--- src/hw/mul_settings.svh ---
`ifndef MUL_SETTINGS_SVH
`define MUL_SETTINGS_SVH

// operand and result width in bits
`define MUL_XLEN 32

// number of multiply lanes behind the bus, 2, 4 or 8
`define MUL_LANES 4

// 1 selects the single-cycle lane, 0 the shift-add lane
`define MUL_FAST 0

`endif

--- src/hw/mul_types_pkg.sv ---
`include "mul_settings.svh"

package mul_types_pkg;

  typedef logic [`MUL_XLEN-1:0] word_t;
  typedef logic [2*`MUL_XLEN-1:0] dword_t;

  // encodings follow the low bits of the M-extension funct3 for multiplies
  typedef enum logic [1:0] {
    MUL_LO  = 2'd0,  // low word, signed x signed
    MUL_H   = 2'd1,  // high word, signed x signed
    MUL_HSU = 2'd2,  // high word, signed a x unsigned b
    MUL_HU  = 2'd3   // high word, unsigned x unsigned
  } mul_op_t;

  typedef enum logic [1:0] {
    IDLE,
    SHIFT,
    FINISH
  } lane_state_t;

endpackage

--- src/hw/bus_types_pkg.sv ---
`include "mul_settings.svh"

package bus_types_pkg;

  // word offsets on the slave port, result i sits at RESULT0 + i
  typedef enum logic [4:0] {
    OPA     = 5'd0,
    OPB     = 5'd1,
    CMD     = 5'd2,
    LAST    = 5'd3,
    STATUS  = 5'd4,
    RESULT0 = 5'd8
  } reg_off_t;

  typedef logic [$clog2(`MUL_LANES)-1:0] lane_idx_t;
  typedef logic [`MUL_LANES-1:0] lane_mask_t;

endpackage

--- src/hw/mul_lane.sv ---
`include "mul_settings.svh"

module mul_lane (
  input  logic                   clk,
  input  logic                   rst,
  input  logic                   start,
  input  mul_types_pkg::mul_op_t op,
  input  mul_types_pkg::word_t   rs1,
  input  mul_types_pkg::word_t   rs2,
  output logic                   busy,
  output logic                   done,
  output mul_types_pkg::word_t   result
);
  import mul_types_pkg::*;

  logic                      a_signed;
  logic                      b_signed;
  logic signed [`MUL_XLEN:0] a_ext;
  logic signed [`MUL_XLEN:0] b_ext;

  assign a_signed = (op != MUL_HU);  // only mulhu treats rs1 as unsigned
  assign b_signed = (op == MUL_LO) || (op == MUL_H);
  assign a_ext    = {a_signed & rs1[`MUL_XLEN-1], rs1};
  assign b_ext    = {b_signed & rs2[`MUL_XLEN-1], rs2};

  if (`MUL_FAST == 0) begin : g_iter
    lane_state_t                  state;
    logic [$clog2(`MUL_XLEN)-1:0] cnt;
    word_t                        mag_a;
    word_t                        mag_b;
    dword_t                       mcand;
    word_t                        mplier;
    dword_t                       acc;
    dword_t                       signed_prod;
    logic                         neg;
    mul_op_t                      op_q;

    // 0x80000000 negates to itself, which is the right unsigned magnitude
    assign mag_a       = a_ext[`MUL_XLEN] ? -rs1 : rs1;
    assign mag_b       = b_ext[`MUL_XLEN] ? -rs2 : rs2;
    assign signed_prod = neg ? -acc : acc;

    // the done cycle counts as busy so the lane is not picked again before pending rises
    assign busy = (state != IDLE) || done;

    always_ff @(posedge clk) begin
      if (!rst) begin
        state <= IDLE;
        cnt   <= '0;
        done  <= 1'b0;
      end else begin
        done <= 1'b0;
        case (state)
          IDLE: begin
            if (start) begin
              state <= SHIFT;
              cnt   <= '0;
            end
          end
          SHIFT: begin
            cnt <= cnt + 1'b1;
            if (cnt == '1) begin  // last of the XLEN steps
              state <= FINISH;
            end
          end
          FINISH: begin
            done  <= 1'b1;
            state <= IDLE;
          end
          default: state <= IDLE;
        endcase
      end
    end

    always_ff @(posedge clk) begin
      case (state)
        IDLE: begin
          if (start) begin
            acc    <= '0;
            mcand  <= {{`MUL_XLEN{1'b0}}, mag_a};
            mplier <= mag_b;
            neg    <= a_ext[`MUL_XLEN] ^ b_ext[`MUL_XLEN];
            op_q   <= op;
          end
        end
        SHIFT: begin
          if (mplier[0]) begin
            acc <= acc + mcand;
          end
          mcand  <= mcand << 1;
          mplier <= mplier >> 1;
        end
        FINISH: begin
          if (op_q == MUL_LO) begin
            result <= signed_prod[`MUL_XLEN-1:0];
          end else begin
            result <= signed_prod[2*`MUL_XLEN-1:`MUL_XLEN];
          end
        end
        default: ;
      endcase
    end
  end else begin : g_fast
    logic signed [2*`MUL_XLEN+1:0] prod;

    assign prod = a_ext * b_ext;  // 33 x 33 signed covers all four cases
    assign busy = done;

    always_ff @(posedge clk) begin
      if (!rst) begin
        done <= 1'b0;
      end else begin
        done <= start;
      end
    end

    always_ff @(posedge clk) begin
      if (start) begin
        if (op == MUL_LO) begin
          result <= prod[`MUL_XLEN-1:0];
        end else begin
          result <= prod[2*`MUL_XLEN-1:`MUL_XLEN];
        end
      end
    end
  end

endmodule

--- src/hw/mul_dispatch.sv ---
`include "mul_settings.svh"

module mul_dispatch (
  input  logic                       clk,
  input  logic                       rst,
  input  logic                       cyc,
  input  logic                       stb,
  input  logic                       we,
  input  logic [4:0]                 adr,
  input  mul_types_pkg::word_t       dat_w,
  input  bus_types_pkg::lane_mask_t  pending,
  input  bus_types_pkg::lane_mask_t  busy,
  input  mul_types_pkg::word_t       rd_data,
  output logic                       ack,
  output mul_types_pkg::word_t       dat_r,
  output bus_types_pkg::lane_mask_t  start,
  output mul_types_pkg::mul_op_t     op,
  output mul_types_pkg::word_t       rs1,
  output mul_types_pkg::word_t       rs2,
  output bus_types_pkg::reg_off_t    rd_sel,
  output logic                       rd_en,
  output logic                       reject
);
  import mul_types_pkg::*;
  import bus_types_pkg::*;

  logic       req;
  reg_off_t   sel;
  lane_mask_t free;
  lane_mask_t pick;
  lane_idx_t  pick_idx;
  logic       found;
  lane_idx_t  last;
  word_t      local_data;

  assign req    = cyc & stb & ~ack;  // ack is high for one cycle, so each access is taken once
  assign sel    = reg_off_t'(adr);
  assign rd_sel = sel;
  assign rd_en  = req & ~we;

  assign free = ~(busy | pending);

  always_comb begin
    pick     = '0;
    pick_idx = '0;
    found    = 1'b0;
    for (int i = 0; i < `MUL_LANES; i++) begin
      if (free[i] && !found) begin
        found    = 1'b1;
        pick[i]  = 1'b1;
        pick_idx = lane_idx_t'(i);
      end
    end
  end

  always_comb begin
    case (sel)
      OPA:     local_data = rs1;
      OPB:     local_data = rs2;
      LAST:    local_data = word_t'(last);
      default: local_data = rd_data;  // status and results come from collect
    endcase
  end

  always_ff @(posedge clk) begin
    if (!rst) begin
      ack    <= 1'b0;
      dat_r  <= '0;
      start  <= '0;
      op     <= MUL_LO;
      rs1    <= '0;
      rs2    <= '0;
      last   <= '0;
      reject <= 1'b0;
    end else begin
      ack   <= req;
      start <= '0;
      if (req) begin
        dat_r <= we ? '0 : local_data;
      end
      if (req && we) begin
        case (sel)
          OPA: rs1 <= dat_w;
          OPB: rs2 <= dat_w;
          CMD: begin
            if (found) begin
              start <= pick;
              op    <= mul_op_t'(dat_w[1:0]);
              last  <= pick_idx;
            end else begin
              reject <= 1'b1;  // sticky until the next status read
            end
          end
          default: ;
        endcase
      end
      if (rd_en && sel == STATUS) begin
        reject <= 1'b0;
      end
    end
  end

endmodule

--- src/hw/mul_collect.sv ---
`include "mul_settings.svh"

module mul_collect (
  input  logic                      clk,
  input  logic                      rst,
  input  bus_types_pkg::lane_mask_t done,
  input  mul_types_pkg::word_t      result [`MUL_LANES],
  input  bus_types_pkg::lane_mask_t busy,
  input  bus_types_pkg::reg_off_t   rd_sel,
  input  logic                      rd_en,
  input  logic                      reject,
  output bus_types_pkg::lane_mask_t pending,
  output mul_types_pkg::word_t      rd_data
);
  import mul_types_pkg::*;
  import bus_types_pkg::*;

  word_t     held [`MUL_LANES];
  word_t     status;
  logic      is_result;
  lane_idx_t res_idx;

  assign is_result = (rd_sel >= RESULT0) && (rd_sel < RESULT0 + `MUL_LANES);
  assign res_idx   = lane_idx_t'(rd_sel - RESULT0);

  // pending, then busy, then reject, packed from bit 0 upward
  always_comb begin
    status = '0;
    status[`MUL_LANES-1:0] = pending;
    status[2*`MUL_LANES-1:`MUL_LANES] = busy;
    status[2*`MUL_LANES] = reject;
  end

  always_comb begin
    if (is_result) begin
      rd_data = pending[res_idx] ? held[res_idx] : '0;
    end else if (rd_sel == STATUS) begin
      rd_data = status;
    end else begin
      rd_data = '0;
    end
  end

  always_ff @(posedge clk) begin
    if (!rst) begin
      pending <= '0;
    end else begin
      for (int i = 0; i < `MUL_LANES; i++) begin
        if (done[i]) begin
          pending[i] <= 1'b1;
        end else if (rd_en && is_result && res_idx == i) begin
          pending[i] <= 1'b0;
        end
      end
    end
  end

  always_ff @(posedge clk) begin
    for (int i = 0; i < `MUL_LANES; i++) begin
      if (done[i]) begin
        held[i] <= result[i];
      end
    end
  end

endmodule

--- src/hw/mul_array_top.sv ---
`include "mul_settings.svh"

module mul_array_top (
  input  logic                 clk,
  input  logic                 rst,
  input  logic                 cyc,
  input  logic                 stb,
  input  logic                 we,
  input  logic [4:0]           adr,
  input  mul_types_pkg::word_t dat_w,
  output logic                 ack,
  output mul_types_pkg::word_t dat_r
);
  import mul_types_pkg::*;
  import bus_types_pkg::*;

  lane_mask_t start;
  lane_mask_t busy;
  lane_mask_t done;
  lane_mask_t pending;
  mul_op_t    op;
  word_t      rs1;
  word_t      rs2;
  word_t      result [`MUL_LANES];
  reg_off_t   rd_sel;
  logic       rd_en;
  logic       reject;
  word_t      rd_data;

  mul_dispatch u_dispatch (
    .clk     (clk),
    .rst     (rst),
    .cyc     (cyc),
    .stb     (stb),
    .we      (we),
    .adr     (adr),
    .dat_w   (dat_w),
    .pending (pending),
    .busy    (busy),
    .rd_data (rd_data),
    .ack     (ack),
    .dat_r   (dat_r),
    .start   (start),
    .op      (op),
    .rs1     (rs1),
    .rs2     (rs2),
    .rd_sel  (rd_sel),
    .rd_en   (rd_en),
    .reject  (reject)
  );

  // every lane sees the same operands, only its start bit tells it to load them
  for (genvar i = 0; i < `MUL_LANES; i++) begin : g_lane
    mul_lane u_lane (
      .clk    (clk),
      .rst    (rst),
      .start  (start[i]),
      .op     (op),
      .rs1    (rs1),
      .rs2    (rs2),
      .busy   (busy[i]),
      .done   (done[i]),
      .result (result[i])
    );
  end

  mul_collect u_collect (
    .clk     (clk),
    .rst     (rst),
    .done    (done),
    .result  (result),
    .busy    (busy),
    .rd_sel  (rd_sel),
    .rd_en   (rd_en),
    .reject  (reject),
    .pending (pending),
    .rd_data (rd_data)
  );

endmodule

--- config.mk ---
export PLATFORM = sky130hd
export DESIGN_NAME = mul_array_top
export DESIGN_NICKNAME = d
export VERILOG_FILES = /design/src/hw/mul_types_pkg.sv /design/src/hw/bus_types_pkg.sv /design/src/hw/mul_lane.sv /design/src/hw/mul_dispatch.sv /design/src/hw/mul_collect.sv /design/src/hw/mul_array_top.sv
export VERILOG_INCLUDE_DIRS = /design/src /design/src/hw
export SDC_FILE = /design/constraint.sdc
export NUM_CORES = 2
export LEC_CHECK = 0
export ABC_AREA = 1
export ABC_CLOCK_PERIOD_IN_PS = 5100
export BUFFER_PORTS_ARGS = -buffer_cell sky130_fd_sc_hd__buf_2
export CORE_ASPECT_RATIO = 0.8
export CORE_MARGIN = 10
export CORE_UTILIZATION = 40
export CTS_BUF_LIST = sky130_fd_sc_hd__clkbuf_8
export DETAILED_ROUTE_END_ITERATION = 16
export GPL_ROUTABILITY_DRIVEN = 0
export RECOVER_POWER = 50
export SLEW_MARGIN = 20
export SYNTH_ARGS = -nofsm -noshare
export SYNTH_HDL_FRONTEND = slang
export SYNTH_SLANG_ARGS = --single-unit
--- constraint.sdc ---
create_clock -name clk -period 5.1 [get_ports clk]
set_input_delay 0.765 -clock clk [delete_from_list [all_inputs] [get_ports clk]]
set_output_delay 0.765 -clock clk [all_outputs]
set_load 0.005 [all_outputs]
# Word level (Yosys, flattened, before mapping)
# Memory sizes are Yosys's and may differ from the RTL's.
# Index checks and enable logic that the tools add are counted.
# word_totals
mem_count	1
ram_bits	128
ff_bits	922
# mem_list
memory	depth	word_bits	rd	rd_ports_with_merged_regs	write_ports	line_no	text
u_collect.held	4	32	1	0	4	mul_collect.sv:18	word_t held [`MUL_LANES];
# classes
n_eq_ne	33
bitwise_logic	12
add_sub_neg	15
order_cmp	3
n_reduce_logical	64
muxes	95
# ops
cell	count
2-to-1 mux 64 bit	16
case mux 64 bit (2 select lines)	8
2-to-1 mux 32 bit	13
adder 64 bit	4
negation 64 bit	4
case mux 32 bit (2 select lines)	4
case mux 32 bit (3 select lines)	1
negation 32 bit	2
case mux 5 bit (2 select lines)	4
2-to-1 mux 1 bit	29
AND reduction 2 bit	14
nonzero test 2 bit	12
adder 5 x 1 -> 5 bit, second input constant	4
equality test 5 bit, second input constant	4
zero test 2 bit	10
2-to-1 mux 2 bit	10
2-to-1 mux 5 bit	4
AND reduction 3 bit	6
!= test 2 x 1 -> 1 bit, second input constant	8
case mux 2 bit (2 select lines)	4
equality test 2 x 1 -> 1 bit, second input constant	6
equality test 2 bit, second input constant	6
logical AND 1 bit	11
equality test 5 x 2 -> 1 bit, second input constant	2
other kinds (19)	36

# Depth between registers and ports, before layout
# logic_depth
ltp_word	16
mapped_depth	15

# By module
# A second synthesis with hierarchy kept.
# hier_totals
cells_unflattened	12266
hier_area_um2	80551.0
# modules_own_cells
mod	n_inst	cells_each	area_each_um2
mul_lane at g_lane[1].u_lane ...	2	2790	17591.9
mul_lane at g_lane[3].u_lane	1	2791	17767.0
mul_lane at g_lane[0].u_lane	1	2782	17730.8
mul_collect	1	464	5291.3
mul_dispatch	1	649	4578.1

# Worst setup path after synthesis
# No wires, ideal clock.
# synth_timing
kind	reg2reg
from	reg g_lane[2].u_lane.g_iter.state[0]
to	reg g_lane[2].u_lane.g_iter.acc[0], enable pin
path_buffers	1
path_stages_with_launch	6
t_required_ps	4614
path_slack_ps	966
setup_ps	486
t_arrival_ps	3648
cell_sequence	dfxtp_1 > inv_1 > nor2_1 > clkbuf_1 > nor2_1 > nor2_1
# synth_via
elab_chain_len	3
elab_cells_between_ends	6
cone_classes	3 x eq/ne; 3 x reduce/logical
# synth_rtl
item	line_no	text
start: declaration	mul_lane.sv:27	lane_state_t state;
start signal: assignment	mul_lane.sv:48	state <= IDLE;
start signal: assignment	mul_lane.sv:56	state <= SHIFT;
start signal: assignment	mul_lane.sv:63	state <= FINISH;
equality test 2 x 1 -> 1 bit / zero test 2 bit (equally long branches)	mul_lane.sv:76	case (state)
!= test 2 x 1 -> 1 bit (no line), or another cell as far along	--	
AND reduction 3 bit (no line) *	--	
end signal: assignment	mul_lane.sv:88	acc <= acc + mcand;
end: declaration	mul_lane.sv:33	dword_t acc;
# Every way passes the cells marked *; elsewhere a longest branch is shown, timed or not.
# A chain may end at the register's enable or synchronous reset.

# Final worst setup path
# layout_timing
from	reg u_dispatch.op[1]
to	reg g_lane[1].u_lane.g_iter.mcand[1] (data pin)
# layout_via
elab_chain_len	5
# layout_rtl
item	line_no	text
start: declaration	mul_dispatch.sv:17	output mul_types_pkg::mul_op_t op,
start signal: assignment	mul_dispatch.sv:88	op <= mul_op_t'(dat_w[1:0]);
!= test 2 bit	mul_lane.sv:21	assign a_signed = (op != MUL_HU);
AND 1 bit	mul_lane.sv:23	assign a_ext = {a_signed & rs1[`MUL_XLEN-1], rs1};
2-to-1 mux 32 bit	mul_lane.sv:39	assign mag_a = a_ext[`MUL_XLEN] ? -rs1 : rs1;
2-to-1 mux 64 bit	mul_lane.sv:78	if (start) begin
case mux 64 bit (2 select lines)	mul_lane.sv:76	
end signal: assignment	mul_lane.sv:80	mcand <= {{`MUL_XLEN{1'b0}}, mag_a};
end signal: assignment	mul_lane.sv:90	mcand <= mcand << 1;
end: declaration	mul_lane.sv:31	dword_t mcand;
# Every way passes these cells. The select of a mux whose other input is x is not followed.

==> flow_metrics.tcl <==
set metrics [dict create \
    fillers 19100 \
    drive_gt1_frac 0.0394 \
    htree_levels 4 \
    synth_cells 11100 \
    cts_tree "yes" \
    finalSetupViolCount 0 \
    cts_num_sinks 1050 \
    drc_errors 0 \
    synth_seq_cells 1050 \
    antenna_found_initial 12 \
    dp_slack_ps 1370 \
    r2r_slack_ps 1090 \
    timing.rr.end "g_lane[1].u_lane.g_iter.mcand[1]$_DFFE_PP_" \
    crit_required_ps 5650 \
    clk_latency_ps 980 \
    p_total_mw 17.8 \
    ys_types 58 \
    finalCritPeriodShare 0.787 \
    core_area_mm2 0.185 \
    grt-ovfl-total 0 \
    io_pins 75 \
    die_x_um 502 \
    grt_pass1_wl_mm 413 \
    worstPathMaxFanout 14 \
    rsz0062_at_grt "false" \
    crit_family "compound AO/OA/AOI/OAI gates" \
    syn_avg_cell_area_um2 6.73 \
    clock_tree.root_cell "clkbuf_8" \
    vias_per_cell 5.40 \
    drt-total-wl_mm 284 \
    grt_pass1_vias 66200 \
    synth_edf_count 908 \
    status "finished with violations" \
    cp_slowest_cell "o21ai_0" \
    hold_start "dat_w[14]" \
    clock_skew_ps 81.3 \
    synth_ff_type "edfxtp_1" \
    tightestPinTransition_ps 2830 \
    first_pass_iters 9 \
    fin_crit_ps 4010 \
    post_cts_resized 0 \
    max_slew_margin -0.906 \
    final_cell_mix "4,004 x nand2_1, 1,838 x inv_1, 1,273 x nor2_1" \
    cts_buffers 183 \
    area_growth_syn_to_layout_pct 9.02 \
    critPathBufInv 0 \
    powerDensity_mw_per_mm2 219 \
    p_leak_nw 39.2 \
    final_area_mm2 0.0811 \
    r2r_cells 4 \
    seq_area_frac_synth 0.405 \
    start_util 0.403 \
    endpoint_kind "register" \
    finalHoldViolations 0 \
    cp.arrival_ps 4560 \
    setup_ws_ps 1090 \
    first_iter_violations 9588 \
    cts_setup_buffers 0 \
    synthArstFlopShare 0 \
    die_height_um 406 \
    hold_class "input port to register" \
    netlist_area_mm2 0.0744 \
    drv_slew 940 \
    fmax_mhz 249 \
    antenna_left 0 \
    start_kind "register" \
    cts_hold_buf 0 \
    irDropWorstVdd_mv 0.241 \
    num_rows 141 \
    final_common_cell "nand2_1" \
    dpl-instance-area_mm2 0.0775 \
    wire_per_inst_um 20.7 \
    path_clk_slew_ps 60 \
    grt_max_degree 98 \
    place_hpwl_mm 222 \
    timing.rr.start "u_dispatch.op[1]$_SDFFE_PN0P_" \
    holdPathStages 3 \
    grt.total_usage 0.266 \
    nNetsFinal 11500 \
    port_buffers 74 \
    cts_buffer_depth 3 \
    hold_path_end "u_dispatch.rs1[14]$_SDFFE_PN0P_" \
    die_area_mm2 0.204 \
    tns_ps 0 \
    ys_warn_count 0 \
    max_stage_delay_ps 2240 \
    failed_checks "capacitance limit, slew limit" \
    drv_cap 21 \
    crit_chain "nand2_1 > nand2_1 > o21ai_0 > o21ai_0" \
    synth.net_count 11400 \
    vias 74200 \
    critical_path_class "register to register" \
]
[how the worst max path moves through the flow]
stage               slack [ps]                                          start                                           end  cells after the start
floorplan                  970  g_lane[2].u_lane.g_iter.state[0]$_SDFFE_PN0P_  g_lane[2].u_lane.g_iter.acc[0]$_SDFFCE_PN0P_                      5
global placement          1520                                         adr[0]               u_dispatch.rs1[15]$_SDFFE_PN0P_                      8
detailed placement        1370                                         adr[0]               u_dispatch.rs1[11]$_SDFFE_PN0P_                      8
CTS                       1950  g_lane[0].u_lane.g_iter.state[0]$_SDFFE_PN0P_   g_lane[0].u_lane.g_iter.mcand[13]$_DFFE_PP_                      7
global route              1030   g_lane[3].u_lane.g_iter.acc[1]$_SDFFCE_PN0P_         g_lane[3].u_lane.result[10]$_DFFE_PP_                     11
finish                    1090                  u_dispatch.op[1]$_SDFFE_PN0P_    g_lane[1].u_lane.g_iter.mcand[1]$_DFFE_PP_                      4
[cell families after synthesis]
family / share of synthesized area
compound gates: 0.0862
buf+inv: 0.105
simple gates: 0.352
xor+xnor: 0.00611
fa+ha+maj: 0.0458
flops: 0.405
[per-layer routing]
metal  global-route usage  up-vias  share of wire
li1                     -    35500              -
met1                0.381    33900           0.43
met2                0.366     4213           0.39
met3               0.0800      661           0.13
met4                0.119       10          0.054
met5                    0        -        0.00024
[per-stage QoR]
stage / std cells / utilization / hold WS [ps]
floorplan: 11100 / - / 400
global placement: 13400 / 0.420 / 401
detailed placement: 13400 / 0.420 / 405
CTS: 13700 / 0.440 / 53.6
global route: 13700 / 0.439 / 83.8
finish: 13700 / 0.439 / 113
[tightest hold or removal path: cells and delay by family]
| kind | cells | cell delay, ps |
|---|---|---|
| AOI/OAI and AO/OA | 2 | 170 |
| buffers and inverters | 1 | 90 |
[sequential cells by signal, summed over array words and instances (netlist names), 8 cells and up]
register / flops
u_dispatch.dat_r: 32
u_collect.held: 128
g_lane.u_lane.g_iter.mplier: 128
g_lane.u_lane.g_iter.state: 8
g_lane.u_lane.g_iter.acc: 256
u_dispatch.rs1: 32
g_lane.u_lane.g_iter.mcand: 256
g_lane.u_lane.g_iter.cnt: 20
u_dispatch.rs2: 32
g_lane.u_lane.result: 128
g_lane.u_lane.g_iter.op_q: 8
[cells in the mapped netlist (41+ instances only)]
| cell type | number | area, um2 |
|---|---|---|
| a21oi_1 | 593 | 2970 |
| ha_1 | 266 | 3330 |
| xor2_1 | 41 | 359 |
| inv_1 | 1797 | 6750 |
| o21ai_0 | 411 | 2060 |
| nand4_1 | 176 | 1100 |
| buf_2 | 48 | 240 |
| dfxtp_1 | 142 | 2840 |
| nor3_1 | 85 | 425 |
| nand2_1 | 4001 | 15000 |
| nand3_1 | 755 | 3780 |
| clkbuf_1 | 146 | 548 |
| nor2_1 | 1279 | 4800 |
| edfxtp_1 | 908 | 27300 |
[cell type report]
type                       count  area (um2)  share of cell area
timing repair buffer         144         815              0.0100
clock buffer                 192        2640              0.0326
clock inverter               142        1100              0.0135
sequential                  1050       30100               0.371
inverter                    1816        6830              0.0842
antenna                       10        25.0            0.000309
tap                         2431        3040              0.0375
multi-input combinational   7956       36500               0.450
[where the power goes]
part | leakage [nW] | switching, mW | internal, mW | total, mW
Combinational | 28.3 | 0.231 | 0.0721 | 0.303
Clock | 2.06 | 3.98 | 4.26 | 8.23
Sequential | 8.86 | 0.00928 | 9.20 | 9.21
Total | 39.2 | 4.22 | 13.5 | 17.8
Power figures use the tool's default switching activity.
